### src/hdl/lar_cfg_pkg.sv
`default_nettype none

package lar_cfg_pkg;

	// full byte address of a lar
	localparam int ADDR_WIDTH = 32;

	// low address bits that pick a byte inside one 8-byte line
	localparam int OFFSET_WIDTH = 3;

	// line address, also the word address on the bus
	localparam int BASE_WIDTH = ADDR_WIDTH - OFFSET_WIDTH;

	// one shared data word
	localparam int DATA_WIDTH = 64;

	// reference counter width, room for 31 sharers
	localparam int REF_WIDTH = 5;

	typedef logic [ADDR_WIDTH-1:0] addr_t;
	typedef logic [BASE_WIDTH-1:0] base_addr_t;
	typedef logic [DATA_WIDTH-1:0] lar_data_t;
	typedef logic [REF_WIDTH-1:0] ref_cnt_t;

endpackage

`default_nettype wire
### src/hdl/lar_slot_select.sv
`default_nettype none

module lar_slot_select
	import lar_cfg_pkg::*;
#(
	parameter int NUM_LARS = 16,
	localparam int IDX_W = $clog2(NUM_LARS)
) (
	input logic clk,
	input logic reset_i,

	// one entry per slot, tag 0 excluded
	input logic [NUM_LARS-1:1] hit_i,
	input base_addr_t base_i [1:NUM_LARS-1],
	input lar_data_t data_i [1:NUM_LARS-1],
	input ref_cnt_t ref_i [1:NUM_LARS-1],
	input logic [NUM_LARS-1:1] dirty_i,

	input logic [IDX_W-1:0] cur_tag_i,
	input logic [IDX_W-1:0] rd_a_tag_i,
	input logic [IDX_W-1:0] rd_b_tag_i,

	output logic [IDX_W-1:0] alias_tag_o,
	output ref_cnt_t cur_ref_o,
	output logic cur_dirty_o,
	output base_addr_t cur_base_o,
	output lar_data_t cur_data_o,

	output lar_data_t rd_a_data_o,
	output lar_data_t rd_b_data_o,
	output logic [IDX_W-1:0] rd_a_tag_o,
	output logic [IDX_W-1:0] rd_b_tag_o
);

	// tag 0 always reads as zero data
	function automatic lar_data_t data_of(input logic [IDX_W-1:0] tag);
		lar_data_t d;
		d = '0;
		if (tag != '0)
		begin
			d = data_i[tag];
		end
		return d;
	endfunction

	// at most one live slot holds a given line
	always_comb
	begin
		alias_tag_o = '0;
		for (int t = 1; t < NUM_LARS; t++)
		begin
			if (hit_i[t])
			begin
				alias_tag_o = IDX_W'(t);
			end
		end
	end

	// fields of the slot the written lar points at
	always_comb
	begin
		cur_ref_o = '0;
		cur_dirty_o = 1'b0;
		cur_base_o = '0;
		if (cur_tag_i != '0)
		begin
			cur_ref_o = ref_i[cur_tag_i];
			cur_dirty_o = dirty_i[cur_tag_i];
			cur_base_o = base_i[cur_tag_i];
		end
	end

	assign cur_data_o = data_of(cur_tag_i);

	// read ports show the state before this edge
	always_ff @(posedge clk)
	begin
		if (reset_i)
		begin
			rd_a_data_o <= '0;
			rd_b_data_o <= '0;
			rd_a_tag_o <= '0;
			rd_b_tag_o <= '0;
		end
		else
		begin
			rd_a_data_o <= data_of(rd_a_tag_i);
			rd_b_data_o <= data_of(rd_b_tag_i);
			rd_a_tag_o <= rd_a_tag_i;
			rd_b_tag_o <= rd_b_tag_i;
		end
	end

endmodule

`default_nettype wire

### config.mk
export PLATFORM = sky130hd
export DESIGN_NAME = lar_slot_select
export DESIGN_NICKNAME = d
export VERILOG_FILES = /design/src/hdl/lar_cfg_pkg.sv /design/src/hdl/lar_slot_select.sv
export SDC_FILE = /design/constraint.sdc
export NUM_CORES = 2
export LEC_CHECK = 0
export BUFFER_PORTS_ARGS = -buffer_cell sky130_fd_sc_hd__buf_2
export CAP_MARGIN = 20
export CELL_PAD_IN_SITES_DETAIL_PLACEMENT = 0
export CELL_PAD_IN_SITES_GLOBAL_PLACEMENT = 1
export CORE_AREA = 2 2 690 692
export CTS_CLUSTER_SIZE = 30
export DETAILED_ROUTE_END_ITERATION = 7
export DIE_AREA = 0 0 692 694
export PLACE_DENSITY_LB_ADDON = 0.3
export SKIP_LAST_GASP = 1
export SLEW_MARGIN = 5
export SYNTH_ARGS = -nofsm -noshare
export SYNTH_HDL_FRONTEND = slang
export SYNTH_SLANG_ARGS = --single-unit
### constraint.sdc
create_clock -name clk -period 2.3 [get_ports clk]
set_clock_uncertainty 0.15 [all_clocks]
set_input_delay 0.115 -clock clk [delete_from_list [all_inputs] [get_ports clk]]
set_output_delay 0.115 -clock clk [all_outputs]
set_load 0.02 [all_outputs]
==> results.toml <==
[worst_setup_path]
path_class = "in -> out"
worst-path-max-fanout = 8
end_kind = "primary output"
arrival_ps = 2120
cp-start-kind = "input port"
cp.required_ps = 2040

[synthesis]
ys_top_cells_by_area = "mux4_2 41%, mux2i_1 11%, dfxtp_1 8.9%"
synth_top_area_cell = "mux4_2"
ys_types = 38
seq_area_frac_synth_pct = 8.90
syn_nets = 4273
synth_cells = 2759
synth.most_common_cell = "mux4_2"
synth-adder-area-share_pct = 0
mappedNetlistArea_um2 = 30600
synthTopCellsByCount = "559 x mux4_2, 349 x mux2i_1, 227 x mux2_2"
synth-xor-area-share_pct = 0
async_reset_ff_share_pct = 0
yosysWarnings = 0
synth-simple-area-share_pct = 2.91
synth-seq-cells = 136
synth_top_area_share_pct = 41.2
avgSynthCellArea_um2 = 11.1
ys.flop_type = "dfxtp_1"
synth_top_family_by_area = "multiplexers"
synth_compound_area_share_pct = 21.0
synthMuxAreaShare_pct = 60.9
synth_edf_count = 0

[route]
drcViolationCount = 0
postRouteAntennaNets = 0
via_per_inst = 3.68
avgRoutedWirePerCell_um = 36.5
routed_wl_mm = 424
firstDrtPassIters = 6
drtIter0Drc = 3895
vias = 42700

[sta]
finalCritPeriodShare_pct = 104
setup_viol = 28
fmax_mhz = 419
grt_setup_unrepaired = "true"
slew_headroom_pct = 47.6
timing.setup.tns_ps = -767
hold_viol_final = 0
setup_ws_ps = -84.1
worst_slew_pin_slew_ps = 786
slew_violations = 0
fin_crit_ps = 2380

[clocking]
cts-root-buf = "clkbuf_16"
clk_pin_slew_ps = 60
cts_tree = "built"
cts_buffer_depth = 3
clock-sinks = 136
htreeDepth = 4
numCtsBuffers = 21

[final_layout]
regArea_um2 = 2720
area_growth_pct = 94.1
nFillCells = 54100
fin_util_pct = 12.5
multiInputGateArea_um2 = 27400
drive_gt1_share_pct = 67.8
layout.nets = 6612
final_cells = 11600

[global_routing]
antenna_found_initial = 427
grt_max_degree = 62
grt_pass1_vias = 42500
grt_pass1_wl_mm = 519
grt_overflow_total = 0
grt_use_total_pct = 16.8

[worst_hold_path]
min-delay-start = "data_i[857]"
hold_class = "in -> reg"
hold_path_end = "rd_b_data_o[25]$_SDFF_PP0_"
hold_depth = 5

[placement]
dpl.cell_count = 10900
dpl_worst_slack_ps = -790
post-dp-hpwl_mm = 371
gp_congestion = 0.998
portBuffers = 1752

[floorplanning]
design.die.area_um2 = 480000
die_width_um = 692
rows = 253
initial_core_util_pct = 6.46
die_h_um = 694
core-area_um2 = 473000
ios = 1753

[power]
leakagePower_nw = 23.3
p_per_area_nw_per_um2 = 346
vdd.ir_drop.worst_mv = 0.336

[run]
drv_cap = 0

[outcome]
violations = "setup timing"
status = "finished, violations left"
## how the worst max path moves through the flow
stage	from	end	slack, ps	cells past startpoint
2_1_floorplan	cur_tag_i[1]	cur_ref_o[3]	480	8
3_3_place_gp	cur_tag_i[2]	cur_base_o[2]	-1600	8
3_5_place_dp	cur_tag_i[0]	cur_base_o[19]	-790	9
4_1_cts	cur_tag_i[0]	cur_base_o[2]	-140	7
5_1_grt	cur_tag_i[0]	cur_base_o[12]	-120	9
6_report	cur_tag_i[0]	cur_data_o[1]	-80	9
## metrics by stage
step	hold WS [ps]	cell area (µm²)	power, mW
floorplan	36.6	30600	8.01
global placement	386	51300	15.1
detailed placement	386	51300	15.1
CTS	2.16	57400	20.7
global route	25.3	59200	21.5
finish	51.2	59400	20.5
## routing by layer
layer	vias up	wire, µm	GRT usage [%]
met2	2825	206000	29.1
li1	16900	-	-
met4	202	14600	4.46
met1	21900	163000	19.4
met3	853	39500	6.15
met5	-	1400	0
## placed cells by master (no fill, tap or decap), types with 10 or more instances in the layout
cell	instances
nor2b_1	28
buf_6	67
o21ai_1	37
mux2i_1	317
dlygate4sd3_1	293
diode_2	254
mux2i_2	24
dlymetal6s4s_1	10
buf_8	26
a22oi_1	159
buf_2	1665
dfxtp_1	136
mux2_2	227
o22ai_1	128
buf_16	29
a211oi_2	25
o21ai_4	11
a211oi_1	18
a221o_1	22
a221oi_2	64
clkbuf_16	27
a22oi_2	44
buf_12	170
o21a_1	23
mux4_2	559
buf_4	421
nand2_1	10
a221oi_1	29
a21oi_1	192
nor2_1	135
o21ai_2	28
a22o_1	85
## flip-flops by register name, summed over array words and instances, names as in the netlist
register and flops:
rd_a_data_o 64, rd_a_tag_o 4, rd_b_data_o 64, rd_b_tag_o 4
## cell type report
type,count,area share [%]
multi-input cells,2243,46.1
repair buffers,2689,33.9
well taps,6247,13.2
flip-flops and latches,136,4.59
diodes,254,1.07
clock buffers,23,0.898
clock inverters,10,0.240
inverters,7,0.0569
## cell families after synthesis
family,after synthesis
mux,1135
flops,136
compound gates,906
buf+inv,380
simple gates,202
## worst max-delay path, stage by stage
cell	delay [ps]
buf_16	140
buf_12	160
buf_16	180
buf_8	150
buf_12	120
buf_4	120
mux4_2	490
a221o_1	410
buf_6	150
## power by group
part	switching [mW]	internal [mW]	leakage (nW)
clock network	1.86	2.04	0.330
registers	0.111	2.58	1.13
logic	7.52	6.41	21.8
## what timing repair did
| item | in CTS | in global routing |
|---|---|---|
| buffers inserted | 79 | 51 |
| pin swaps | 69 | 71 |
| gates cloned | 14 | 6 |
| endpoints found under the setup margin | 77 | 91 |
| hold buffers | 301 | 4 |
| hold endpoints to repair | 68 | 2 |
| gates resized for setup | 286 | 209 |
Power figures use the tool's default switching activity.
