==> src/hdl/lar_cfg_pkg.sv <==
`default_nettype none

package lar_cfg_pkg;

	// full byte address of a lar
	localparam int ADDR_WIDTH = 32;

	// low address bits that pick a byte inside one 8-byte line
	localparam int OFFSET_WIDTH = 3;

	// line address, also the word address on the bus
	localparam int BASE_WIDTH = ADDR_WIDTH - OFFSET_WIDTH;

	// one shared data word
	localparam int DATA_WIDTH = 64;

	// reference counter width, room for 31 sharers
	localparam int REF_WIDTH = 5;

	typedef logic [ADDR_WIDTH-1:0] addr_t;
	typedef logic [BASE_WIDTH-1:0] base_addr_t;
	typedef logic [DATA_WIDTH-1:0] lar_data_t;
	typedef logic [REF_WIDTH-1:0] ref_cnt_t;

endpackage

`default_nettype wire
==> src/hdl/lar_wb_master.sv <==
`default_nettype none

module lar_wb_master
	import lar_cfg_pkg::*;
(
	input logic clk,
	input logic reset_i,

	// one request per start pulse
	input logic start_i,
	input logic we_i,
	input base_addr_t adr_i,
	input lar_data_t dat_i,

	input lar_data_t wb_dat_i,
	input logic wb_ack_i,

	output logic done_o,
	output lar_data_t rdata_o,

	output logic wb_cyc_o,
	output logic wb_stb_o,
	output logic wb_we_o,
	output base_addr_t wb_adr_o,
	output lar_data_t wb_dat_o
);

	always_ff @(posedge clk)
	begin
		if (reset_i)
		begin
			wb_cyc_o <= 1'b0;
			wb_stb_o <= 1'b0;
			wb_we_o <= 1'b0;
			done_o <= 1'b0;
		end
		else
		begin
			done_o <= 1'b0;
			if (!wb_cyc_o)
			begin
				if (start_i)
				begin
					// address and data held until ack
					wb_cyc_o <= 1'b1;
					wb_stb_o <= 1'b1;
					wb_we_o <= we_i;
					wb_adr_o <= adr_i;
					wb_dat_o <= dat_i;
				end
			end
			else if (wb_ack_i)
			begin
				// cycle ends, done seen one edge later
				wb_cyc_o <= 1'b0;
				wb_stb_o <= 1'b0;
				wb_we_o <= 1'b0;
				done_o <= 1'b1;
				if (!wb_we_o)
				begin
					rdata_o <= wb_dat_i;
				end
			end
		end
	end

endmodule

`default_nettype wire

==> config.mk <==
export PLATFORM = sky130hd
export DESIGN_NAME = lar_wb_master
export DESIGN_NICKNAME = d
export VERILOG_FILES = /design/src/hdl/lar_cfg_pkg.sv /design/src/hdl/lar_wb_master.sv
export SDC_FILE = /design/constraint.sdc
export NUM_CORES = 1
export LEC_CHECK = 0
export BUFFER_PORTS_ARGS = -buffer_cell sky130_fd_sc_hd__buf_2
export CELL_PAD_IN_SITES_DETAIL_PLACEMENT = 2
export CELL_PAD_IN_SITES_GLOBAL_PLACEMENT = 2
export CORE_MARGIN = 4
export CORE_UTILIZATION = 25
export DETAILED_ROUTE_END_ITERATION = 10
export PLACE_DENSITY_LB_ADDON = 0.1
export SYNTH_ARGS = -nofsm -noshare
export SYNTH_HDL_FRONTEND = slang
export SYNTH_SLANG_ARGS = --single-unit
export TNS_END_PERCENT = 1
==> constraint.sdc <==
create_clock -name clk -period 14.4 [get_ports clk]
set_input_delay 1.44 -clock clk [delete_from_list [all_inputs] [get_ports clk]]
set_output_delay 1.44 -clock clk [all_outputs]
set_load 0.05 [all_outputs]
==> impl_metrics.env, run 1 <==
export IMPL_status="complete, no violations"
export IMPL_cp_slowest_stage_delay_ns=0.92
export IMPL_setup_violations=0
export IMPL_skew_ns=0.007368
export IMPL_grt_pass1_vias=3535
export IMPL_areaGrowthSynthToFinish_pct=52.45
export IMPL_fp_dieW_um=147.6
export IMPL_cts_htree_levels=4
export IMPL_yosys_area_share_simple_pct=0.7189
export IMPL_stdcell_count=793
export IMPL_synth_net_count=336
export IMPL_power_total_mw=1.082
export IMPL_leakage_nw=3.069
export IMPL_viasPerCell=3.939
export IMPL_synth_compound_area_share_pct=0.5905
export IMPL_start_kind="input port"
export IMPL_die_h_um=147.6
export IMPL_start_util_pct=25.71
export IMPL_drv_cap=0
export IMPL_clockBufferDepth=2
export IMPL_synth_seq_cells=161
export IMPL_max_clock_freq_mhz=314.2
export IMPL_dp_slack_ns=10.74
export IMPL_grt_max_degree=64
export IMPL_totalWireLength_um=15210
export IMPL_required_ns=14.45
export IMPL_crit_type="in -> reg"
export IMPL_synth_cell_types=11
export IMPL_end_kind="flop"
export IMPL_finalCriticalPeriod_ns=3.183
export IMPL_synth_xor_area_share_pct=0
export IMPL_hold_buffers=0
export IMPL_tightest_slew_ns=1.160
export IMPL_yosysWarningCount=0
export IMPL_critPathBufInv=2
export IMPL_core_area_mm2=0.01896
export IMPL_synth_top_family_by_area="simple AND/OR/NAND/NOR gates"
export IMPL_cts_resized=0
export IMPL_wl_per_cell_um=19.18
export IMPL_timing_slew_headroom_pct=22.24
export IMPL_drt_pass1_iterations=4
export IMPL_synth_area_mm2=0.004873
export IMPL_tns_ns=0
export IMPL_hold_viol_final=0
export IMPL_gp_congestion=0.7250
export IMPL_arrival_ns=3.23
export IMPL_cts_root_buf="clkbuf_16"
export IMPL_syn_area_per_cell_um2=28.01
export IMPL_gr_total_overflow=0
export IMPL_netlist_instances=174
export IMPL_drive_above_1_share_pct=67.36
export IMPL_synthAdderAreaFrac_pct=0
export IMPL_powerDensity_mw_per_mm2=145.7
export IMPL_synthMuxAreaShare_pct=0.2311
export IMPL_seq_area_frac_synth_pct=98.38
export IMPL_rrSetupSlack_ns=11.86
export IMPL_nNetsFinal=679
export IMPL_route_detailed_drc=0
export IMPL_num_vias=3124
export IMPL_drt_iter0_markers=164
export IMPL_cts_tree="done"
export IMPL_drv_slew=0
export IMPL_post_route_period_util_pct=22.10
export IMPL_crit_chain="buf_2, nor3_2, buf_4"
export IMPL_grt_antenna_before_repair=5
export IMPL_rsz0062_at_grt="false"
export IMPL_detail_route_antenna_nets=0
export IMPL_grt_pass1_wl_um=21940
export IMPL_final_area_mm2=0.007430
export IMPL_crit_family="simple AND/OR/NAND/NOR gates"
export IMPL_setup_ws_ns=11.22
export IMPL_hold_path_class="reg -> reg"
export IMPL_numCtsBuffers=17
export IMPL_rows=50
export IMPL_peakVddDrop_v=0.00007890
export IMPL_die_area_mm2=0.02179
export IMPL_place_inst=758
export IMPL_grt_usage_pct=13.74
export IMPL_hpwlAfterDp_um=11850
export IMPL_cp_max_fo=50
export IMPL_fillers=1943
export IMPL_io_buffers=322
export IMPL_clk_latency_ns=0.42
export IMPL_clk_pin_slew_ns=0.06
export IMPL_dpl_cell_area_mm2=0.006838
export IMPL_slowest_stage="nor3_2"
export IMPL_post_cts_buffers=0
export IMPL_cts_sinks=161
export IMPL_io_pin_count=323
[report_power, final]
group          internal, mW  total [mW]  switching, mW
sequential            0.533       0.537        0.00377
clock                 0.257       0.448          0.190
combinational        0.0256      0.0980         0.0723
[worst paths after layout]
| path | start | to | cells past startpoint |
|---|---|---|---|
| max | reset_i | rdata_o[46] | 3 |
| max reg2reg | wb_cyc_o | wb_dat_o[59] | 3 |
| min | wb_we_o | wb_we_o | 2 |
| min reg2reg | wb_we_o | wb_we_o | 2 |
[placed cells by master, fill, tap and decap left out]
cell,n
nand2b_1,3
nor3_2,1
nor2_4,1
dfxtp_1,4
clkbuf_16,17
mux2_1,1
inv_8,1
clkinv_1,2
bufinv_16,2
o32ai_1,1
edfxtp_1,157
clkinvlp_4,3
buf_4,2
a21oi_1,2
inv_1,1
diode_2,3
nand2_1,1
a21bo_2,1
buf_2,322
clkinv_4,3
nor2_1,1
inv_6,3
clkinv_2,1
[worst min-delay path: stages, from the launching register on]
cell and delay [ns]:
dfxtp_1 0.34, nand2b_1 0.08, o32ai_1 0.06
[layout make-up]
| type | instances | area (um^2) | area share (%) |
|---|---|---|---|
| Sequential cell | 161 | 4795 | 64.53 |
| Timing Repair Buffer | 324 | 1627 | 21.89 |
| Clock buffer | 17 | 425.4 | 5.726 |
| Tap cell | 260 | 325.3 | 4.379 |
| Clock inverter | 15 | 158.9 | 2.139 |
| Multi-Input combinational cell | 12 | 87.58 | 1.179 |
| Antenna cell | 3 | 7.507 | 0.1010 |
| Inverter | 1 | 3.754 | 0.05052 |
[flip-flops by register name (all words and copies together) (netlist names)]
register,flops
done_o,1
rdata_o,64
wb_adr_o,29
wb_cyc_o,1
wb_dat_o,64
wb_stb_o,1
wb_we_o,1
[synth_stat cells]
cell      instances  area share [%]
dfxtp_1           4             1.6
o32ai_1           1            0.18
nand2_1           1           0.077
nor3_1            1            0.10
mux2_1            1            0.23
nor2_1            2            0.15
a21oi_1           2            0.21
inv_1             1           0.077
a21bo_2           1            0.21
edfxtp_1        157              97
nand2b_1          3            0.39
[cells by family after synthesis]
kind of cell           count (synthesis)
AOI/OAI and AO/OA                      4
DFF                                  161
muxes                                  1
and+or+nand+nor                        7
buffers and inverters                  1
[per-stage QoR]
stage	hold slack [ns]	utilization [%]
floorplan	0.7098	-
global placement	0.5075	36.07
detailed placement	0.5134	36.07
CTS	0.5239	39.16
global route	0.5497	39.19
finish	0.5280	39.19
[layer usage]
layer | track usage, % | wire, um
met2 | 23.51 | 7879
met3 | 8.155 | 2050
met5 | 0 | 40
met4 | 5.685 | 260
met1 | 13.53 | 4976
No activity file was read; power rests on OpenSTA's default activity.
==> run 2, diff against run 1 <==
- clock period: 14.4 -> 3.3 ns (I/O delays scaled with it)
==> impl_metrics.env, run 2 (same netlist as run 1, synthesis figures left out) <==
export IMPL_grt_pass1_vias=3503
export IMPL_wl_met3_um=2212
export IMPL_rsz0062_at_grt="false"
export IMPL_max_clock_freq_mhz=563.3
export IMPL_final_common_cell="buf_2"
export IMPL_met1Wirelength_um=5695
export IMPL_drv_cap=0
export IMPL_highest_layer="met5"
export IMPL_top_regs="rdata_o x64, wb_dat_o x64, wb_adr_o x29"
export IMPL_die_h_um=147.6
export IMPL_cts_root_buf="clkbuf_16"
export IMPL_drt_iter0_markers=81
export IMPL_grt_antenna_before_repair=6
export IMPL_grt_max_degree=65
export IMPL_final_area_mm2=0.007422
export IMPL_numCtsBuffers=17
export IMPL_finalCriticalPeriod_ns=1.775
export IMPL_arrival_ns=1.88
export IMPL_hold_path_class="in -> reg"
export IMPL_dpl_cell_area_mm2=0.006879
export IMPL_crit_type="reg -> reg"
export IMPL_hold_viol_final=0
export IMPL_num_vias=3159
export IMPL_drv_slew=0
export IMPL_gp_congestion=0.7479
export IMPL_core_area_mm2=0.01896
export IMPL_cts_resized=0
export IMPL_drt_pass1_iterations=4
export IMPL_hold_buffers=0
export IMPL_cts_tree="done"
export IMPL_peakVddDrop_v=0.0003666
export IMPL_status="complete, no violations"
export IMPL_post_cts_buffers=0
export IMPL_clk_latency_ns=0.42
export IMPL_cts_sinks=161
export IMPL_timing_slew_headroom_pct=45.68
export IMPL_start_util_pct=25.71
export IMPL_wl_per_cell_um=19.85
export IMPL_fp_dieW_um=147.6
export IMPL_grt_pass1_wl_um=22760
export IMPL_io_pin_count=323
export IMPL_powerDensity_mw_per_mm2=615.4
export IMPL_viasPerCell=3.969
export IMPL_io_buffers=322
export IMPL_rows=50
export IMPL_skew_ns=0.007389
export IMPL_cp_max_fo=20
export IMPL_drive_above_1_share_pct=67.54
export IMPL_grt_usage_pct=14.27
export IMPL_nNetsFinal=682
export IMPL_gr_total_overflow=0
export IMPL_final_cell_mix="322 x buf_2, 157 x edfxtp_1, 17 x clkbuf_16"
export IMPL_whs_ns=0.08137
export IMPL_clk_pin_slew_ns=0.07
export IMPL_post_route_period_util_pct=53.80
export IMPL_route_detailed_drc=0
export IMPL_areaGrowthSynthToFinish_pct=52.30
export IMPL_die_area_mm2=0.02179
export IMPL_wl_met2_um=7546
export IMPL_tightest_slew_ns=0.8147
export IMPL_leakage_nw=3.070
export IMPL_detail_route_antenna_nets=0
export IMPL_clockBufferDepth=2
export IMPL_start_kind="flop"
export IMPL_totalWireLength_um=15800
export IMPL_setup_violations=0
export IMPL_required_ns=3.40
export IMPL_hpwlAfterDp_um=12820
export IMPL_cts_htree_levels=4
export IMPL_end_kind="flop"
==> run 2: cell count changes in the layout (fill, tap and decap cells not counted) <==
cell        previous run  this run
clkinv_4               3         4
bufinv_16              2         0
clkinvlp_4             3         2
buf_4                  2         4
nor3_2                 1         0
clkinv_2               1         3
buf_12                 0         1
nor3_4                 0         1
clkbuf_1               0         1
clkinv_1               2         1
==> run 2: cell type report <==
class                      instances  area (um^2)
antenna                            3        7.507
tap                              260        325.3
inverter                           1        3.754
clock buffer                      18        429.2
sequential                       161         4795
clock inverter                    14        106.4
timing repair buffer             327         1662
multi-input combinational         12        93.84
fill                            1927        11530
==> run 2: final timing paths <==
path             start            to  slack (ns)  depth (start not counted)
max           wb_cyc_o  wb_dat_o[15]        1.52                          3
min          dat_i[46]  wb_dat_o[46]        0.08                          1
max reg2reg   wb_cyc_o  wb_dat_o[15]        1.52                          3
min reg2reg   wb_cyc_o      wb_cyc_o        0.54                          2
==> run 2: power by group <==
group	switching [mW]	total, mW	internal, mW
clock network	0.818	1.79	0.971
logic	0.320	0.437	0.116
registers	0.0174	2.34	2.32
total	1.16	4.57	3.41
==> run 2: critical path, stage by stage (launching register included) <==
cell and delay (ns):
dfxtp_1 0.35, nand2b_1 0.24, nor2_4 0.49, buf_4 0.37
==> run 2: per-layer routing <==
metal | vias to the layer above | global-route usage (%)
li1 | 1402 | -
met1 | 1494 | 15.30
met2 | 230 | 22.90
met3 | 25 | 8.706
met4 | 8 | 5.732
met5 | - | 0
==> run 2: per-stage QoR <==
step / cells / TNS, ns / util [%] / power, mW / setup slack, ns
after CTS: 793 / 0 / 39.12 / 4.636 / 1.456
after global routing: 795 / 0 / 39.14 / 4.755 / 1.380
final: 796 / 0 / 39.16 / 4.568 / 1.525
after floorplan: 174 / -31.82 / - / 2.647 / -0.3422
after detailed placement: 761 / 0 / 36.29 / 2.832 / 1.461
after global placement: 761 / 0 / 36.29 / 2.820 / 1.518
