[config.mk]
export PLATFORM = sky130hd
export DESIGN_NAME = lar_write_ctrl
export DESIGN_NICKNAME = d
export VERILOG_FILES = /design/src/hdl/lar_op_pkg.sv /design/src/hdl/lar_cfg_pkg.sv /design/src/hdl/lar_write_ctrl.sv
export SDC_FILE = /design/constraint.sdc
export NUM_CORES = 1
export LEC_CHECK = 0
export BUFFER_PORTS_ARGS = -buffer_cell sky130_fd_sc_hd__buf_2
export CORE_AREA = 2 2 227 229
export DETAILED_ROUTE_END_ITERATION = 10
export DIE_AREA = 0 0 229 231
export MAX_ROUTING_LAYER = met4
export PLACE_DENSITY = 0.52
export SYNTH_ARGS = -nofsm -noshare
export SYNTH_HDL_FRONTEND = slang
export SYNTH_SLANG_ARGS = --single-unit
[constraint.sdc]
create_clock -name clk -period 11.6 [get_ports clk]
set_clock_uncertainty 0.1 [all_clocks]
set_input_delay 0.58 -clock clk [delete_from_list [all_inputs] [get_ports clk]]
set_output_delay 0.58 -clock clk [all_outputs]
set_load 0.05 [all_outputs]
[src/hdl/lar_op_pkg.sv]
`default_nettype none

package lar_op_pkg;

	// operation carried by a write request
	typedef enum logic [1:0] {
		WR_DATA = 2'd0,
		WR_LOAD = 2'd1,
		WR_STORE = 2'd2
	} wr_op_e;

	// command sent to the shared data slots
	typedef enum logic [3:0] {
		SLOT_NOP = 4'd0,
		SLOT_SET_DATA = 4'd1,
		SLOT_ALLOC_LOAD = 4'd2,
		SLOT_ALLOC_STORE = 4'd3,
		SLOT_REF_INC = 4'd4,
		SLOT_REF_DEC = 4'd5,
		SLOT_FREE = 4'd6,
		SLOT_REBASE_LOAD = 4'd7,
		SLOT_REBASE_STORE = 4'd8
	} slot_cmd_e;

	// memory sequencing FSM of the write controller
	typedef enum logic [1:0] {
		ST_IDLE = 2'd0,
		ST_WRITE_BACK = 2'd1,
		ST_FETCH = 2'd2
	} ctrl_state_e;

endpackage

`default_nettype wire

[src/hdl/lar_cfg_pkg.sv]
`default_nettype none

package lar_cfg_pkg;

	// full byte address of a lar
	localparam int ADDR_WIDTH = 32;

	// low address bits that pick a byte inside one 8-byte line
	localparam int OFFSET_WIDTH = 3;

	// line address, also the word address on the bus
	localparam int BASE_WIDTH = ADDR_WIDTH - OFFSET_WIDTH;

	// one shared data word
	localparam int DATA_WIDTH = 64;

	// reference counter width, room for 31 sharers
	localparam int REF_WIDTH = 5;

	typedef logic [ADDR_WIDTH-1:0] addr_t;
	typedef logic [BASE_WIDTH-1:0] base_addr_t;
	typedef logic [DATA_WIDTH-1:0] lar_data_t;
	typedef logic [REF_WIDTH-1:0] ref_cnt_t;

endpackage

`default_nettype wire
[src/hdl/lar_write_ctrl.sv]
`default_nettype none

module lar_write_ctrl
	import lar_cfg_pkg::*;
	import lar_op_pkg::*;
#(
	parameter int NUM_LARS = 16,
	localparam int IDX_W = $clog2(NUM_LARS)
) (
	input logic clk,
	input logic reset_i,

	input logic wr_req_i,
	input wr_op_e wr_op_i,
	input logic [IDX_W-1:0] wr_index_i,
	input lar_data_t wr_data_i,
	input addr_t wr_addr_i,

	// lookup results for the written lar
	input logic [IDX_W-1:0] alias_tag_i,
	input logic [IDX_W-1:0] cur_tag_i,
	input ref_cnt_t cur_ref_i,
	input logic cur_dirty_i,
	input base_addr_t cur_base_i,
	input lar_data_t cur_data_i,

	input logic mem_done_i,
	input lar_data_t mem_rdata_i,

	output logic busy_o,

	output logic meta_we_o,
	output logic [IDX_W-1:0] meta_index_o,
	output addr_t meta_addr_o,
	output logic [IDX_W-1:0] meta_tag_o,

	// channel a acts on the old slot
	output slot_cmd_e cmd_a_o,
	output logic [IDX_W-1:0] tag_a_o,
	output lar_data_t data_a_o,

	// channel b acts on the new slot
	output slot_cmd_e cmd_b_o,
	output logic [IDX_W-1:0] tag_b_o,
	output lar_data_t data_b_o,
	output base_addr_t base_b_o,

	output logic mem_start_o,
	output logic mem_we_o,
	output base_addr_t mem_adr_o,
	output lar_data_t mem_dat_o
);

	localparam int STACK_DEPTH = NUM_LARS - 1;

	ctrl_state_e state_q;

	// free tags, sp_q counts entries in use
	logic [IDX_W-1:0] stack_q [STACK_DEPTH];
	logic [IDX_W-1:0] sp_q;
	logic [IDX_W-1:0] top_tag;

	// pending fetch captured at acceptance
	logic fetch_pend_q;
	logic [IDX_W-1:0] fetch_tag_q;
	base_addr_t fetch_base_q;

	base_addr_t wr_base;
	logic is_store;
	logic accept;
	logic push;
	logic pop;
	logic need_wb;
	logic need_fetch;

	assign wr_base = wr_addr_i[ADDR_WIDTH-1:OFFSET_WIDTH];
	assign is_store = (wr_op_i == WR_STORE);
	assign top_tag = stack_q[sp_q - 1'b1];
	assign busy_o = (state_q != ST_IDLE);

	// metadata always takes the write address as it comes
	assign meta_index_o = wr_index_i;
	assign meta_addr_o = wr_addr_i;

	// old slot is always the one the lar holds now
	assign tag_a_o = cur_tag_i;
	assign data_a_o = wr_data_i;

	// decode one request into slot commands
	always_comb
	begin
		accept = 1'b0;
		meta_we_o = 1'b0;
		meta_tag_o = cur_tag_i;
		cmd_a_o = SLOT_NOP;
		cmd_b_o = SLOT_NOP;
		tag_b_o = alias_tag_i;
		data_b_o = cur_data_i;
		base_b_o = wr_base;
		push = 1'b0;
		pop = 1'b0;
		need_wb = 1'b0;
		need_fetch = 1'b0;

		if ((state_q == ST_FETCH) && mem_done_i)
		begin
			// fill the slot captured at acceptance, clean
			cmd_b_o = SLOT_SET_DATA;
			tag_b_o = fetch_tag_q;
			data_b_o = mem_rdata_i;
		end
		else if ((state_q == ST_IDLE) && wr_req_i && (wr_index_i != '0))
		begin
			accept = 1'b1;
			case (wr_op_i)
			WR_DATA:
			begin
				// unbound lar has nowhere to put data
				if (cur_tag_i != '0)
				begin
					cmd_a_o = SLOT_SET_DATA;
				end
			end

			WR_LOAD, WR_STORE:
			begin
				meta_we_o = 1'b1;
				if (alias_tag_i != '0)
				begin
					// line already resident, join that slot
					meta_tag_o = alias_tag_i;
					if (alias_tag_i != cur_tag_i)
					begin
						// store carries our old data over, dirty
						cmd_b_o = is_store ? SLOT_ALLOC_STORE : SLOT_REF_INC;
						tag_b_o = alias_tag_i;
						if (cur_ref_i == ref_cnt_t'(1))
						begin
							// last user leaves, slot goes back on the stack
							cmd_a_o = SLOT_FREE;
							push = 1'b1;
							need_wb = cur_dirty_i;
						end
						else if (cur_ref_i != '0)
						begin
							cmd_a_o = SLOT_REF_DEC;
						end
					end
				end
				else if (cur_ref_i == ref_cnt_t'(1))
				begin
					// sole owner, move the slot to the new line
					cmd_b_o = is_store ? SLOT_REBASE_STORE : SLOT_REBASE_LOAD;
					tag_b_o = cur_tag_i;
					need_wb = cur_dirty_i;
					need_fetch = !is_store;
				end
				else
				begin
					// shared or unbound, take a fresh slot
					meta_tag_o = top_tag;
					cmd_b_o = is_store ? SLOT_ALLOC_STORE : SLOT_ALLOC_LOAD;
					tag_b_o = top_tag;
					pop = 1'b1;
					need_fetch = !is_store;
					if (cur_ref_i != '0)
					begin
						cmd_a_o = SLOT_REF_DEC;
					end
				end
			end

			default:
			begin
				accept = 1'b0;
			end
			endcase
		end
	end

	// tag stack and memory sequencing
	always_ff @(posedge clk)
	begin
		if (reset_i)
		begin
			state_q <= ST_IDLE;
			sp_q <= IDX_W'(STACK_DEPTH);
			fetch_pend_q <= 1'b0;
			mem_start_o <= 1'b0;
			mem_we_o <= 1'b0;
			// tag 1 ends up on top
			for (int i = 0; i < STACK_DEPTH; i++)
			begin
				stack_q[i] <= IDX_W'(STACK_DEPTH - i);
			end
		end
		else
		begin
			mem_start_o <= 1'b0;

			if (push)
			begin
				stack_q[sp_q] <= cur_tag_i;
				sp_q <= sp_q + 1'b1;
			end
			else if (pop)
			begin
				sp_q <= sp_q - 1'b1;
			end

			case (state_q)
			ST_IDLE:
			begin
				if (accept)
				begin
					fetch_tag_q <= meta_tag_o;
					fetch_base_q <= wr_base;
					fetch_pend_q <= need_fetch;
					if (need_wb)
					begin
						// old line goes out first
						mem_start_o <= 1'b1;
						mem_we_o <= 1'b1;
						mem_adr_o <= cur_base_i;
						mem_dat_o <= cur_data_i;
						state_q <= ST_WRITE_BACK;
					end
					else if (need_fetch)
					begin
						mem_start_o <= 1'b1;
						mem_we_o <= 1'b0;
						mem_adr_o <= wr_base;
						state_q <= ST_FETCH;
					end
				end
			end

			ST_WRITE_BACK:
			begin
				if (mem_done_i)
				begin
					if (fetch_pend_q)
					begin
						mem_start_o <= 1'b1;
						mem_we_o <= 1'b0;
						mem_adr_o <= fetch_base_q;
						state_q <= ST_FETCH;
					end
					else
					begin
						state_q <= ST_IDLE;
					end
				end
			end

			ST_FETCH:
			begin
				// slot fill happens on this same edge
				if (mem_done_i)
				begin
					state_q <= ST_IDLE;
				end
			end

			default:
			begin
				state_q <= ST_IDLE;
			end
			endcase
		end
	end

endmodule

`default_nettype wire

==> results by group <==
Place
  • Placed Area: 12400 um^2
  • Gpl congestion: 0.930
  • Post-placement setup slack: 7.34 ns
  • Placed cells: between 1500 and 2000
  • I/O Buffers: 451
  • Half-perimeter wire length after placement: 29900 um

Logic synthesis
  • Number of synthesized flops with an enable pin: 190
  • Warnings, synthesis: 0
  • Synth top area share: 0.546
  • Async set or reset register ratio after synthesis: 0
  • Synth area leaders: edfxtp_1 55%, buf_4 9.9%, nand2_1 7.8%
  • Syn Inst Count: 932
  • Most numerous cell in the Yosys netlist: nand2_1
  • Synth area leader: edfxtp_1
  • Synth cell count leaders: 218 x nand2_1, 190 x edfxtp_1, 138 x buf_4, 52 x nor2_1, 41 x a21oi_1
  • Netlist cell types: 58
  • Sequential share of the synthesized area: 0.563
  • Most used flip-flop cell after synthesis: edfxtp_1
  • Number of synthesized register bits: 199
  • Mapped cell area: about 10000 um^2
  • Syn Area/Cell: between 10 and 15 um^2
  • Syn_nets: between 1000 and 1500

Layout
  • P&R area growth vs syn: 24.5%
  • Final Instance Area: 13000 um^2
  • Layout cells sized above 1: 0.434
  • Final core occ: 0.257
  • Non-filler instance count after layout: 1919
  • Fin nets: 1512

Drt
  • Iter 0 DRT Violations: 468
  • Routed wire length: between 30000 and 40000 um
  • ANT nets after route: 0
  • DR vias: 7938
  • First-pass iteration count of the detailed router: 5
  • Via density: between 4 and 5
  • WL per Instance: around 20 um
  • # DRC: 0

Setup path
  • Worst reg2reg path startpoint: state_q[1]
  • Worst Path Max Fanout: 21
  • Required time of the critical path: 10.92 ns
  • Crit Path Category: reg -> out
  • Crit. Startpoint: sp_q[0]
  • Crit path max-delay cell type: dfxtp_1
  • Worst Setup End Kind: primary output
  • Crit path largest cell delay: just over 0.9 ns
  • Startpoint types: register
  • CP arrival: ~3.8 ns
  • Critical Path, Cell by Cell: inv_1 -> ha_1 -> mux4_2 -> mux2i_1 -> and3_1 -> a31oi_1 -> mux2_2 -> buf_2
  • Worst r2r path cells: 6

Clocking
  • Post CTS Setup Buffer Count: 0
  • Clock sink count: 199
  • CTS H-tree depth: 4
  • CTS Buffer Depth: 2
  • Post-CTS sizing: 0
  • Skew-Pair Late Insertion Delay: approximately 0.50 ns
  • Hold Buf Count CTS: 0
  • CTS tree: yes
  • TritonCTS buffer count: 17
  • Root buf cell: clkbuf_16
  • Clock-pin slew on the worst setup and hold paths: about 0.08 ns

Status
  • Status: finished, final reports clean

Floorplan
  • I/O pin count: 587
  • Die area: 52900 um^2
  • Die Y: 231 um
  • Row count: 83
  • Starting Density: 0.206
  • Die width: 229 um
  • Core area: 50700 um^2

GRT
  • Vias in the first global route: 7658
  • Initial antenna violation count: 8
  • GRT overflow: 0
  • GR Util All Layers: 0.145
  • First-pass GRT wire length: ~53000 um
  • Largest net degree at the start of global routing: 73

Timing
  • Minimum clock period: approximately 4.5 ns
  • Setup ws final: between 7 and 8 ns
  • Final Hold Viols: 0
  • # setup viols final: 0
  • Unrepaired setup endpoints after global routing: false
  • Setup_tns: 0 ns
  • Min Hold Slack: 0.171 ns
  • Worst slew pin tran: 1.03 ns
  • Crit share post-route: 0.390
  • Slew margin rel.: 0.309
  • Maximum clock rate: 221 MHz
  • Slew Limit Fails: 0

Power and ir drop
  • Tot Pwr: 1.67 mW
  • Pwr per Cell Area: 129 nW/um^2
  • Peak supply drop: between 0.09 and 0.1 mV
  • Pleak: 5.56 nW

Worst hold path
  • Hold wc startpoint: cur_data_i[36]
  • Worst hold path stage count: 1
  • Worst Hold Class: in -> reg

Run
  • Max cap viols: 0
critical path, delay by kind of cell (launching register included):
kind	cells	cell delay [ns]
AO/OA/AOI/OAI	1	0.26
adder cells (fa/ha/maj)	1	0.85
buffers and inverters	2	0.49
flip-flops	1	0.92
multiplexers	3	0.64
AND/OR/NAND/NOR	1	0.19
routing by layer:
metal	track usage	part of all wire	vias up
met4	0.0722	0.042	0
met5	-	0	-
li1	-	-	3707
met2	0.237	0.50	407
met3	0.0498	0.080	62
met1	0.158	0.38	3762
state kept, by name (all words and copies together), names as in the netlist:
register,cells
fetch_pend_q,1
sp_q,4
mem_we_o,1
mem_dat_o,64
stack_q,64
fetch_base_q,29
fetch_tag_q,4
state_q,2
mem_adr_o,29
mem_start_o,1
area by class of cell:
type	instances	area (um^2)
multi-input combinational	534	3320
fill	5462	37700
tap	680	851
sequential	199	5890
clock buffer	18	429
inverter	12	45.0
timing repair buffer	460	2320
clock inverter	14	155
antenna	2	5.00
report_power, final:
group	leakage, nW	switching (mW)	total (mW)	internal [mW]
Combinational	3.51	0.184	0.253	0.0690
Sequential	1.76	0.00395	0.799	0.795
Clock	0.287	0.285	0.621	0.336
cell families after synthesis:
group,share of synthesized area
fa+ha+maj,0.0132
other cells,0.000359
flops,0.563
simple gates,0.172
xor+xnor,0.00419
mux,0.0723
buf+inv,0.124
compound gates,0.0506
placed cells by master (no fill, tap or decap), drive strengths merged, types with 11 or more instances in the layout:
master,n
a21oi,42
ha,11
nand2b,28
inv,14
nor2,52
nor3,11
mux2i,35
nor4,15
edfxtp,190
clkbuf,18
or2,15
mux4,16
and2,15
buf,460
nand2,218
path summary, 6_finish.rpt:
path,to,slack [ns]
max,meta_tag_o[0],7.08
min,mem_dat_o[36],0.17
max reg2reg,mem_adr_o[17],8.11
min reg2reg,mem_we_o,0.37
(Power assumes the default switching activity.)
