$ cat src/hdl/lar_cfg_pkg.sv
`default_nettype none

package lar_cfg_pkg;

	// full byte address of a lar
	localparam int ADDR_WIDTH = 32;

	// low address bits that pick a byte inside one 8-byte line
	localparam int OFFSET_WIDTH = 3;

	// line address, also the word address on the bus
	localparam int BASE_WIDTH = ADDR_WIDTH - OFFSET_WIDTH;

	// one shared data word
	localparam int DATA_WIDTH = 64;

	// reference counter width, room for 31 sharers
	localparam int REF_WIDTH = 5;

	typedef logic [ADDR_WIDTH-1:0] addr_t;
	typedef logic [BASE_WIDTH-1:0] base_addr_t;
	typedef logic [DATA_WIDTH-1:0] lar_data_t;
	typedef logic [REF_WIDTH-1:0] ref_cnt_t;

endpackage

`default_nettype wire
$ cat src/hdl/lar_metadata.sv
`default_nettype none

module lar_metadata
	import lar_cfg_pkg::*;
#(
	parameter int NUM_LARS = 16,
	localparam int IDX_W = $clog2(NUM_LARS)
) (
	input logic clk,
	input logic reset_i,

	input logic we_i,
	input logic [IDX_W-1:0] index_i,
	input addr_t addr_i,
	input logic [IDX_W-1:0] tag_i,

	input logic [IDX_W-1:0] wr_index_i,
	input logic [IDX_W-1:0] rd_a_index_i,
	input logic [IDX_W-1:0] rd_b_index_i,

	output logic [IDX_W-1:0] wr_tag_o,
	output logic [IDX_W-1:0] rd_a_tag_o,
	output logic [IDX_W-1:0] rd_b_tag_o,
	output addr_t rd_a_addr_o,
	output addr_t rd_b_addr_o
);

	// address and slot tag of every lar
	addr_t addr_q [NUM_LARS];
	logic [IDX_W-1:0] tag_q [NUM_LARS];

	// tags leave unregistered, the selector holds them with the data
	assign wr_tag_o = tag_q[wr_index_i];
	assign rd_a_tag_o = tag_q[rd_a_index_i];
	assign rd_b_tag_o = tag_q[rd_b_index_i];

	always_ff @(posedge clk)
	begin
		if (reset_i)
		begin
			for (int i = 0; i < NUM_LARS; i++)
			begin
				addr_q[i] <= '0;
				tag_q[i] <= '0;
			end
			rd_a_addr_o <= '0;
			rd_b_addr_o <= '0;
		end
		else
		begin
			// lar 0 is never written, the controller filters it
			if (we_i)
			begin
				addr_q[index_i] <= addr_i;
				tag_q[index_i] <= tag_i;
			end
			// address as it stood before this edge
			rd_a_addr_o <= addr_q[rd_a_index_i];
			rd_b_addr_o <= addr_q[rd_b_index_i];
		end
	end

endmodule

`default_nettype wire

$ cat config.mk
export PLATFORM = sky130hd
export DESIGN_NAME = lar_metadata
export DESIGN_NICKNAME = d
export VERILOG_FILES = /design/src/hdl/lar_cfg_pkg.sv /design/src/hdl/lar_metadata.sv
export SDC_FILE = /design/constraint.sdc
export NUM_CORES = 1
export LEC_CHECK = 0
export BUFFER_PORTS_ARGS = -buffer_cell sky130_fd_sc_hd__buf_2
export CAP_MARGIN = 20
export CORE_AREA = 2 2 238 240
export DETAILED_ROUTE_END_ITERATION = 10
export DIE_AREA = 0 0 240 242
export PLACE_DENSITY = 0.85
export SYNTH_ARGS = -nofsm -noshare
export SYNTH_HDL_FRONTEND = slang
export SYNTH_SLANG_ARGS = --single-unit
$ cat constraint.sdc
create_clock -name clk -period 2.71 [get_ports clk]
set_input_delay 0.6775 -clock clk [delete_from_list [all_inputs] [get_ports clk]]
set_output_delay 0.6775 -clock clk [all_outputs]
set_load 0.02 [all_outputs]
==> results of run 1 <==
[how the worst max path moves through the flow]
stage	end	slack, ps	depth (start not counted)
floorplan	rd_b_tag_o[0]	40	5
global placement	wr_tag_o[0]	20	6
detailed placement	wr_tag_o[0]	5	6
CTS	rd_a_tag_o[3]	-20	4
global route	rd_b_tag_o[2]	-30	4
finish	rd_b_tag_o[2]	-5	4
[power by group through the flow]
stage	logic (mW)	registers (mW)	clock network, mW
2_1_floorplan	1.66	11.9	0
3_3_place_gp	2.70	11.9	0
3_5_place_dp	2.76	11.9	0
4_1_cts	2.80	11.7	8.99
5_1_grt	2.98	11.8	9.33
6_report	2.87	11.7	8.97
[flip-flops by register name, summed over array words and instances, names as in the netlist]
signal,count
addr_q,512
tag_q,64
rd_a_addr_o,32
rd_b_addr_o,32
[area by class of cell]
| cell class | instances | area (sq um) |
|---|---|---|
| Antenna cell | 6 | 15.0 |
| Clock buffer | 90 | 1850 |
| Clock inverter | 32 | 255 |
| Fill cell | 3877 | 18800 |
| Inverter | 2 | 7.51 |
| Multi-Input combinational cell | 1520 | 13300 |
| Sequential cell | 640 | 18600 |
| Tap cell | 756 | 946 |
| Timing Repair Buffer | 252 | 2050 |
[per-stage QoR]
step / setup slack (ps) / utilization / hold slack (ps) / power [mW] / area, sq um
after floorplan: 42.4 / - / 576 / 13.6 / 33000
after global placement: 21.0 / 0.623 / 619 / 14.6 / 34700
after detailed placement: 4.51 / 0.624 / 623 / 14.7 / 34800
after CTS: -21.9 / 0.663 / 496 / 23.5 / 36900
after global routing: -27.9 / 0.663 / 527 / 24.1 / 37000
final: -4.80 / 0.663 / 506 / 23.6 / 37000
[cell families (layout without fill, tap and decap cells)]
group                  count (synthesis)  after routing  synth area share
AO/OA/AOI/OAI                        301            301            0.0656
multiplexers                         485            485             0.196
other                                  0              6                 0
buffers and inverters                213            376            0.0372
flip-flops                           640            640             0.564
AND/OR/NAND/NOR                      734            734             0.138
[critical path: cells and delay by family (launching register included)]
kind / cells / cell delay, ps
DFF: 1 / 440
AOI/OAI and AO/OA: 1 / 200
and+or+nand+nor: 1 / 120
muxes: 1 / 490
buffers and inverters: 1 / 170
[synth_stat cells, drive strengths merged]
cell type	n
a22oi	174
o221ai	20
mux2	62
nand2	70
nand4bb	1
nor3	4
o31ai	1
mux2i	302
or2	18
edfxtp	576
clkbuf	109
o22ai	34
a221oi	9
dfxtp	64
a211oi	2
mux4	121
buf	102
nor3b	1
nor2b	10
a221o	12
nand3	24
inv	2
o21ai	49
and2	577
nand2b	6
nor2	22
nand4b	1
[metal layers]
metal	vias to the layer above	GRT usage
li1	9197	-
met1	11167	0.444
met2	1825	0.545
met3	427	0.0916
met4	6	0.180
met5	-	0
[repair_timing]
item,in CTS,in global routing
gates resized for setup,15,7
setup endpoints to repair,11,10
buffers inserted,0,0
endpoints found under the hold margin,0,0
pin swaps,8,4
hold buffers,0,0
==> results.txt, run 1 <==
----------------------------------------------------
[Die]
  Overall die height ... 242 um
  Die width ... 240 um
  Die outline area ... 0.0581 sq mm
  I/O Pins ... 131
  Effective utilization at floorplan ... 0.591
  Number of rows in the core area ... 87
  Area of the core ... 0.0557 sq mm

[Synthesis]
  Count of synthesis-stage warnings from yosys ... 0
  Flip-flop and latch count after synthesis ... 640
  Sequential fraction of the synthesis area ... 0.564
  Total standard cell area after synthesis ... 0.0330 sq mm
  Distinct cell type count of the synthesized netlist ... 39
  Syn_nets ... 2428
  Gate Count Post-Synth ... 2373
  Avg Cell Area, Syn ... 13.9 sq um
  Synth top area cells ... sky130_fd_sc_hd__edfxtp_1 (52%), sky130_fd_sc_hd__and2_1 (11%), sky130_fd_sc_hd__mux2i_1 (9.2%)
  Yosys top cell area share ... 0.525
  Library cell occupying the most area in the post-synthesis netlist ... sky130_fd_sc_hd__edfxtp_1

[Global routing]
  Number of antenna violations at the first check in global routing ... 8
  Grt total ovfl ... 0
  Pin count of the biggest net entering global routing ... 48
  Overall fraction of global-route tracks in use ... 0.347
  Number of global-route vias before repair ... 23160
  Global-route wire length before repair ... 146 mm

[CTS]
  Cell at the root of the clock tree ... sky130_fd_sc_hd__clkbuf_16
  TritonCTS clock tree ... done
  Clock Pin Slew Worst Setup and Hold Paths ... 60 ps
  Maximum buffer depth of the clock tree ... 3
  Clock buffer count from CTS ... 68
  Insertion delay of the later-clocked pin in the worst-skew pair ... 620 ps
  Clock Sink Count ... 640
  Depth of the CTS H-tree ... 3

[Outcome]
  Violated checks ... setup timing
  Run status ... finished with violations

[Worst setup path]
  CP peak stage delay ... 490 ps
  R2R Setup Slk ... 1210 ps
  Launching element type of the critical path ... flip-flop
  Chain of cells forming the critical path ... mux4_2 > a22oi_2 > nand3_1 > buf_2
  WS Path Type ... reg2out
  Launch point of the worst reg-to-reg path ... addr_q[3][31]
  Critical-path maximum fanout ... 3
  Nature of the critical path endpoint ... output pin
  Critical Path AT ... 2040 ps
  Worst reg2reg path depth ... 3
  Critical path launch point ... tag_q[2][2]
  Worst Path Required ... 2030 ps
  R2R Path End ... rd_b_addr_o[31]
  Slowest cell on the critical path ... sky130_fd_sc_hd__mux4_2

[Power]
  Areal power density over the cells ... 637 mW/mm^2
  Clock network fraction of total power ... 0.381
  NetSw ... 5.94 mW
  Relative contribution of combinational cells to total power ... 0.122
  Cell internal power dissipation ... 17.6 mW
  Largest voltage drop on the vdd net ... 426 uV
  Leakage power total ... 14.0 nW
  Sequential cell fraction of total power ... 0.498
  Switching power share of the total ... 0.252

[Timing]
  RSZ-0062 raised after global routing ... true
  Relative slew margins ... 0.469
  Final hold violation count ... 0
  Transition time at the pin with the least slew margin ... 794 ps
  Post-route setup slack ... -4.80 ps
  Slew Viols, Final ... 0
  Top achievable clock speed ... 368 MHz
  Final worst-path cycle share ... 1.00
  Worst Skew ... 20.2 ps
  Shortest clock period the worst path allows after layout ... 2710 ps
  Setup TNS ... -8.82 ps
  Setup violators final ... 3

[Finish]
  Relative area change from synthesis to final layout ... 12.2%
  Commonest cells after routing, fill and taps aside ... sky130_fd_sc_hd__and2_1 (576), sky130_fd_sc_hd__edfxtp_1 (576), sky130_fd_sc_hd__mux2i_1 (302), sky130_fd_sc_hd__a22oi_1 (163), sky130_fd_sc_hd__buf_2 (123)
  Final Instance Count excl. Fillers ... 3298
  Share of final-layout standard cells stronger than drive strength 1 ... 0.235
  Nets ... 2539

[Route]
  Top routing layer in use ... met5
  Via count ... 22622
  Via density ... 6.86
  Number of remaining DRC errors ... 0
  DRC violation total after the first TritonRoute iteration ... 3145
  Routed Wire Length ... 100 mm
  Routed met2 length ... 47.0 mm
  Detail Route met3 WL ... 13.6 mm
  Length of routed wiring on met1 ... 34.0 mm
  Number of nets with antenna violations after detailed routing ... 0
  Pre-antenna DRT Iters ... 6
  Drt wl/cell ... 30.4 um

[Hold path]
  Start point of the worst min-delay path ... addr_i[10]
  Hold WC Path Type ... in2reg
  WHS Path Cells ... 2
  Sink of the worst hold path ... addr_q[15][10]

[Place]
  Final Wtd Congestion ... 0.903
  Placed Instances ... 3170
  DP HPWL ... 58.2 mm
  Port bufs ... 130

[Job]
  Max_cap viols ... 0

----------------------------------------------------
Note: power is estimated with default switching activity, not from simulation.
==> run 2, diff against run 1 <==
- RECOVER_POWER: unset -> 25
==> run 2 against run 1 <==
The flow still finishes with violations (setup timing). Wire length barely moved. Power barely moved. Fmax fell by 0.41%. Global-route usage did not move. Sequential power barely moved. Clock skew fell by 2.9 ps. Die area did not move. Via count rose by 0.43%. Final area fell by 0.55%. Clock-buffer cell count did not move. Sequential share of layout area rose by 0.28 points. Setup slack got worse by 11 ps. Critical endpoint unchanged. Highest routed layer unchanged.
==> results.txt, run 2 (synthesized netlist as in run 1, its figures left out) <==
----------------------------------------------------
[Outcome]
  Run status ... finished with violations (unchanged)
  Violated checks ... setup timing (unchanged)

[Job]
  Max_cap viols ... 0 (unchanged)

[Worst setup path]
  Critical path launch point ... tag_q[2][2] (unchanged)
  Nature of the critical path endpoint ... output pin (unchanged)
  Critical Path AT ... 2050 ps (was 2040 ps)
  Critical-path maximum fanout ... 3 (unchanged)
  R2R Setup Slk ... 1210 ps (about the same)
  WS Path Type ... reg2out (unchanged)
  Launching element type of the critical path ... flip-flop (unchanged)
  Worst Path Required ... 2030 ps (about the same)
  Launch point of the worst reg-to-reg path ... addr_q[14][8] (was addr_q[3][31])

[Finish]
  Relative area change from synthesis to final layout ... 11.6% (was 12.2%)
  Largest register by flop count ... addr_q (unchanged)
  Number of flip-flops in the largest register ... 512 (unchanged)
  Post-layout instance area ... 0.0368 sq mm (was 0.0370 sq mm)
  Commonest cells after routing, fill and taps aside ... sky130_fd_sc_hd__edfxtp_1 (576), sky130_fd_sc_hd__and2_1 (487), sky130_fd_sc_hd__mux2i_1 (302), sky130_fd_sc_hd__a22oi_1 (163), sky130_fd_sc_hd__buf_2 (122) (was sky130_fd_sc_hd__and2_1 (576), sky130_fd_sc_hd__edfxtp_1 (576), sky130_fd_sc_hd__mux2i_1 (302), sky130_fd_sc_hd__a22oi_1 (163), sky130_fd_sc_hd__buf_2 (123))
  Biggest registers after layout ... addr_q (512), tag_q (64) (unchanged)
  Nets ... 2539 (unchanged)
  Most frequent standard cell in the layout excluding fill and tap cells ... sky130_fd_sc_hd__edfxtp_1
  Share of final-layout standard cells stronger than drive strength 1 ... 0.229 (was 0.235)
  Post-route core utilization ... 0.660 (was 0.663)

[Timing]
  Final hold violation count ... 0 (unchanged)
  Post-route setup slack ... -16.0 ps (was -4.80 ps)
  Shortest clock period the worst path allows after layout ... 2730 ps (was 2710 ps)
  Setup violators final ... 6 (was 3)
  Transition time at the pin with the least slew margin ... 1240 ps (was 794 ps)
  RSZ-0062 raised after global routing ... true (unchanged)
  Slew Viols, Final ... 0 (unchanged)
  Final worst-path cycle share ... 1.01 (was 1.00)
  Setup TNS ... -35.2 ps (was -8.82 ps)
  Worst hold-check slack ... 513 ps (was 506 ps)
  Relative slew margins ... 0.171 (was 0.469)
  Worst Skew ... 17.3 ps (was 20.2 ps)
  Top achievable clock speed ... 367 MHz (was 368 MHz)

[Place]
  Final Wtd Congestion ... 0.903 (unchanged)
  Placed standard-cell area ... 0.0348 sq mm (unchanged)
  DP HPWL ... 58.2 mm (unchanged)
  Port bufs ... 130 (unchanged)
  Setup WS pre-CTS ... 4.51 ps (unchanged)

[CTS]
  Total setup buffers inserted after CTS ... 0 (unchanged)
  Post-CTS Hold Buffers ... 0 (unchanged)
  TritonCTS clock tree ... done (unchanged)
  Maximum buffer depth of the clock tree ... 3 (unchanged)
  Clock buffer count from CTS ... 68 (unchanged)
  Clock Sink Count ... 640 (unchanged)
  Depth of the CTS H-tree ... 3 (unchanged)
  Clock Pin Slew Worst Setup and Hold Paths ... 60 ps (about the same)
  Insertion delay of the later-clocked pin in the worst-skew pair ... 620 ps (about the same)
  Cell at the root of the clock tree ... sky130_fd_sc_hd__clkbuf_16 (unchanged)

[Route]
  Number of remaining DRC errors ... 0 (unchanged)
  Pre-antenna DRT Iters ... 6 (unchanged)
  Via count ... 22720 (was 22622)
  DRC violation total after the first TritonRoute iteration ... 3049 (was 3145)
  Via density ... 6.89 (was 6.86)
  Number of nets with antenna violations after detailed routing ... 0 (unchanged)
  Drt wl/cell ... 30.4 um (about the same)
  Routed Wire Length ... 100 mm (about the same)

[Global routing]
  Grt total ovfl ... 0 (unchanged)
  Overall fraction of global-route tracks in use ... 0.347 (unchanged)
  Pin count of the biggest net entering global routing ... 48 (unchanged)
  Met1 global-route usage ... 0.444 (unchanged)
  Number of antenna violations at the first check in global routing ... 8 (unchanged)
  Met3 routing resource usage after global routing ... 0.0916 (unchanged)
  Global-route wire length before repair ... 146 mm (unchanged)
  Number of global-route vias before repair ... 23160 (unchanged)
  Gr busiest metal ... met2 (unchanged)
  Met2 track demand over resource in global routing ... 0.545 (unchanged)

[Die]
  Effective utilization at floorplan ... 0.591 (unchanged)
  Die width ... 240 um (unchanged)
  Die outline area ... 0.0581 sq mm (unchanged)
  Number of rows in the core area ... 87 (unchanged)
  Overall die height ... 242 um (unchanged)
  Area of the core ... 0.0557 sq mm (unchanged)
  I/O Pins ... 131 (unchanged)

[Power]
  Areal power density over the cells ... 641 mW/mm^2 (was 637 mW/mm^2)
  Leakage power total ... 13.8 nW (was 14.0 nW)
  Largest voltage drop on the vdd net ... 426 uV (about the same)

[Hold path]
  Start point of the worst min-delay path ... addr_i[10] (unchanged)
  Hold WC Path Type ... in2reg (unchanged)

----------------------------------------------------
run 2: changes by cell type in the layout (fill, tap and decap cells not counted), sizes merged:
cell    previous run  this run
buf              252       231
clkbuf            90       111
diode              6         4
run 2: worst paths after layout:
check	endpoint	cells after the start
setup / recovery	rd_b_tag_o[2]	4
hold / removal	addr_q[15][10]	2
setup reg to reg	rd_b_addr_o[8]	4
hold reg to reg	rd_b_addr_o[22]	2
run 2: power breakdown:
part           internal, mW  total [mW]  switching (mW)
Sequential             11.4        11.7           0.354
Clock                  5.10        8.99            3.89
Combinational          1.14        2.84            1.70
run 2: cell type report:
class                           count  area [sq um]
Timing Repair Buffer              252          1950
Fill cell                        3910         19000
Tap cell                          756           946
Multi-Input combinational cell   1520         13200
Clock inverter                     32           255
Inverter                            2          7.51
Sequential cell                   640         18600
Clock buffer                       90          1850
Antenna cell                        4          10.0
run 2: metrics by stage:
stage	std cells	total power, mW
after floorplan	2373	13.6
after global placement	3169	14.6
after detailed placement	3170	14.7
after CTS	3292	23.5
after global routing	3296	24.1
final	3296	23.6
run 2: repair_timing:
action                                  in CTS  in global routing
pin swaps                                    8                  4
resized for setup                           15                  7
endpoints found under the setup margin      11                 10
gates cloned                                 0                  0
run 2: worst max-delay path: stages (launching register included):
cell and delay, ps:
sky130_fd_sc_hd__edfxtp_1 440, sky130_fd_sc_hd__mux4_2 490, sky130_fd_sc_hd__a22oi_2 200, sky130_fd_sc_hd__nand3_1 120, sky130_fd_sc_hd__buf_2 170
run 2: metal layers:
| layer | vias to the layer above | wire (um) |
|---|---|---|
| li1 | 9194 | - |
| met1 | 11256 | 33700 |
| met2 | 1861 | 47200 |
| met3 | 401 | 13600 |
| met4 | 8 | 5510 |
| met5 | - | 56 |
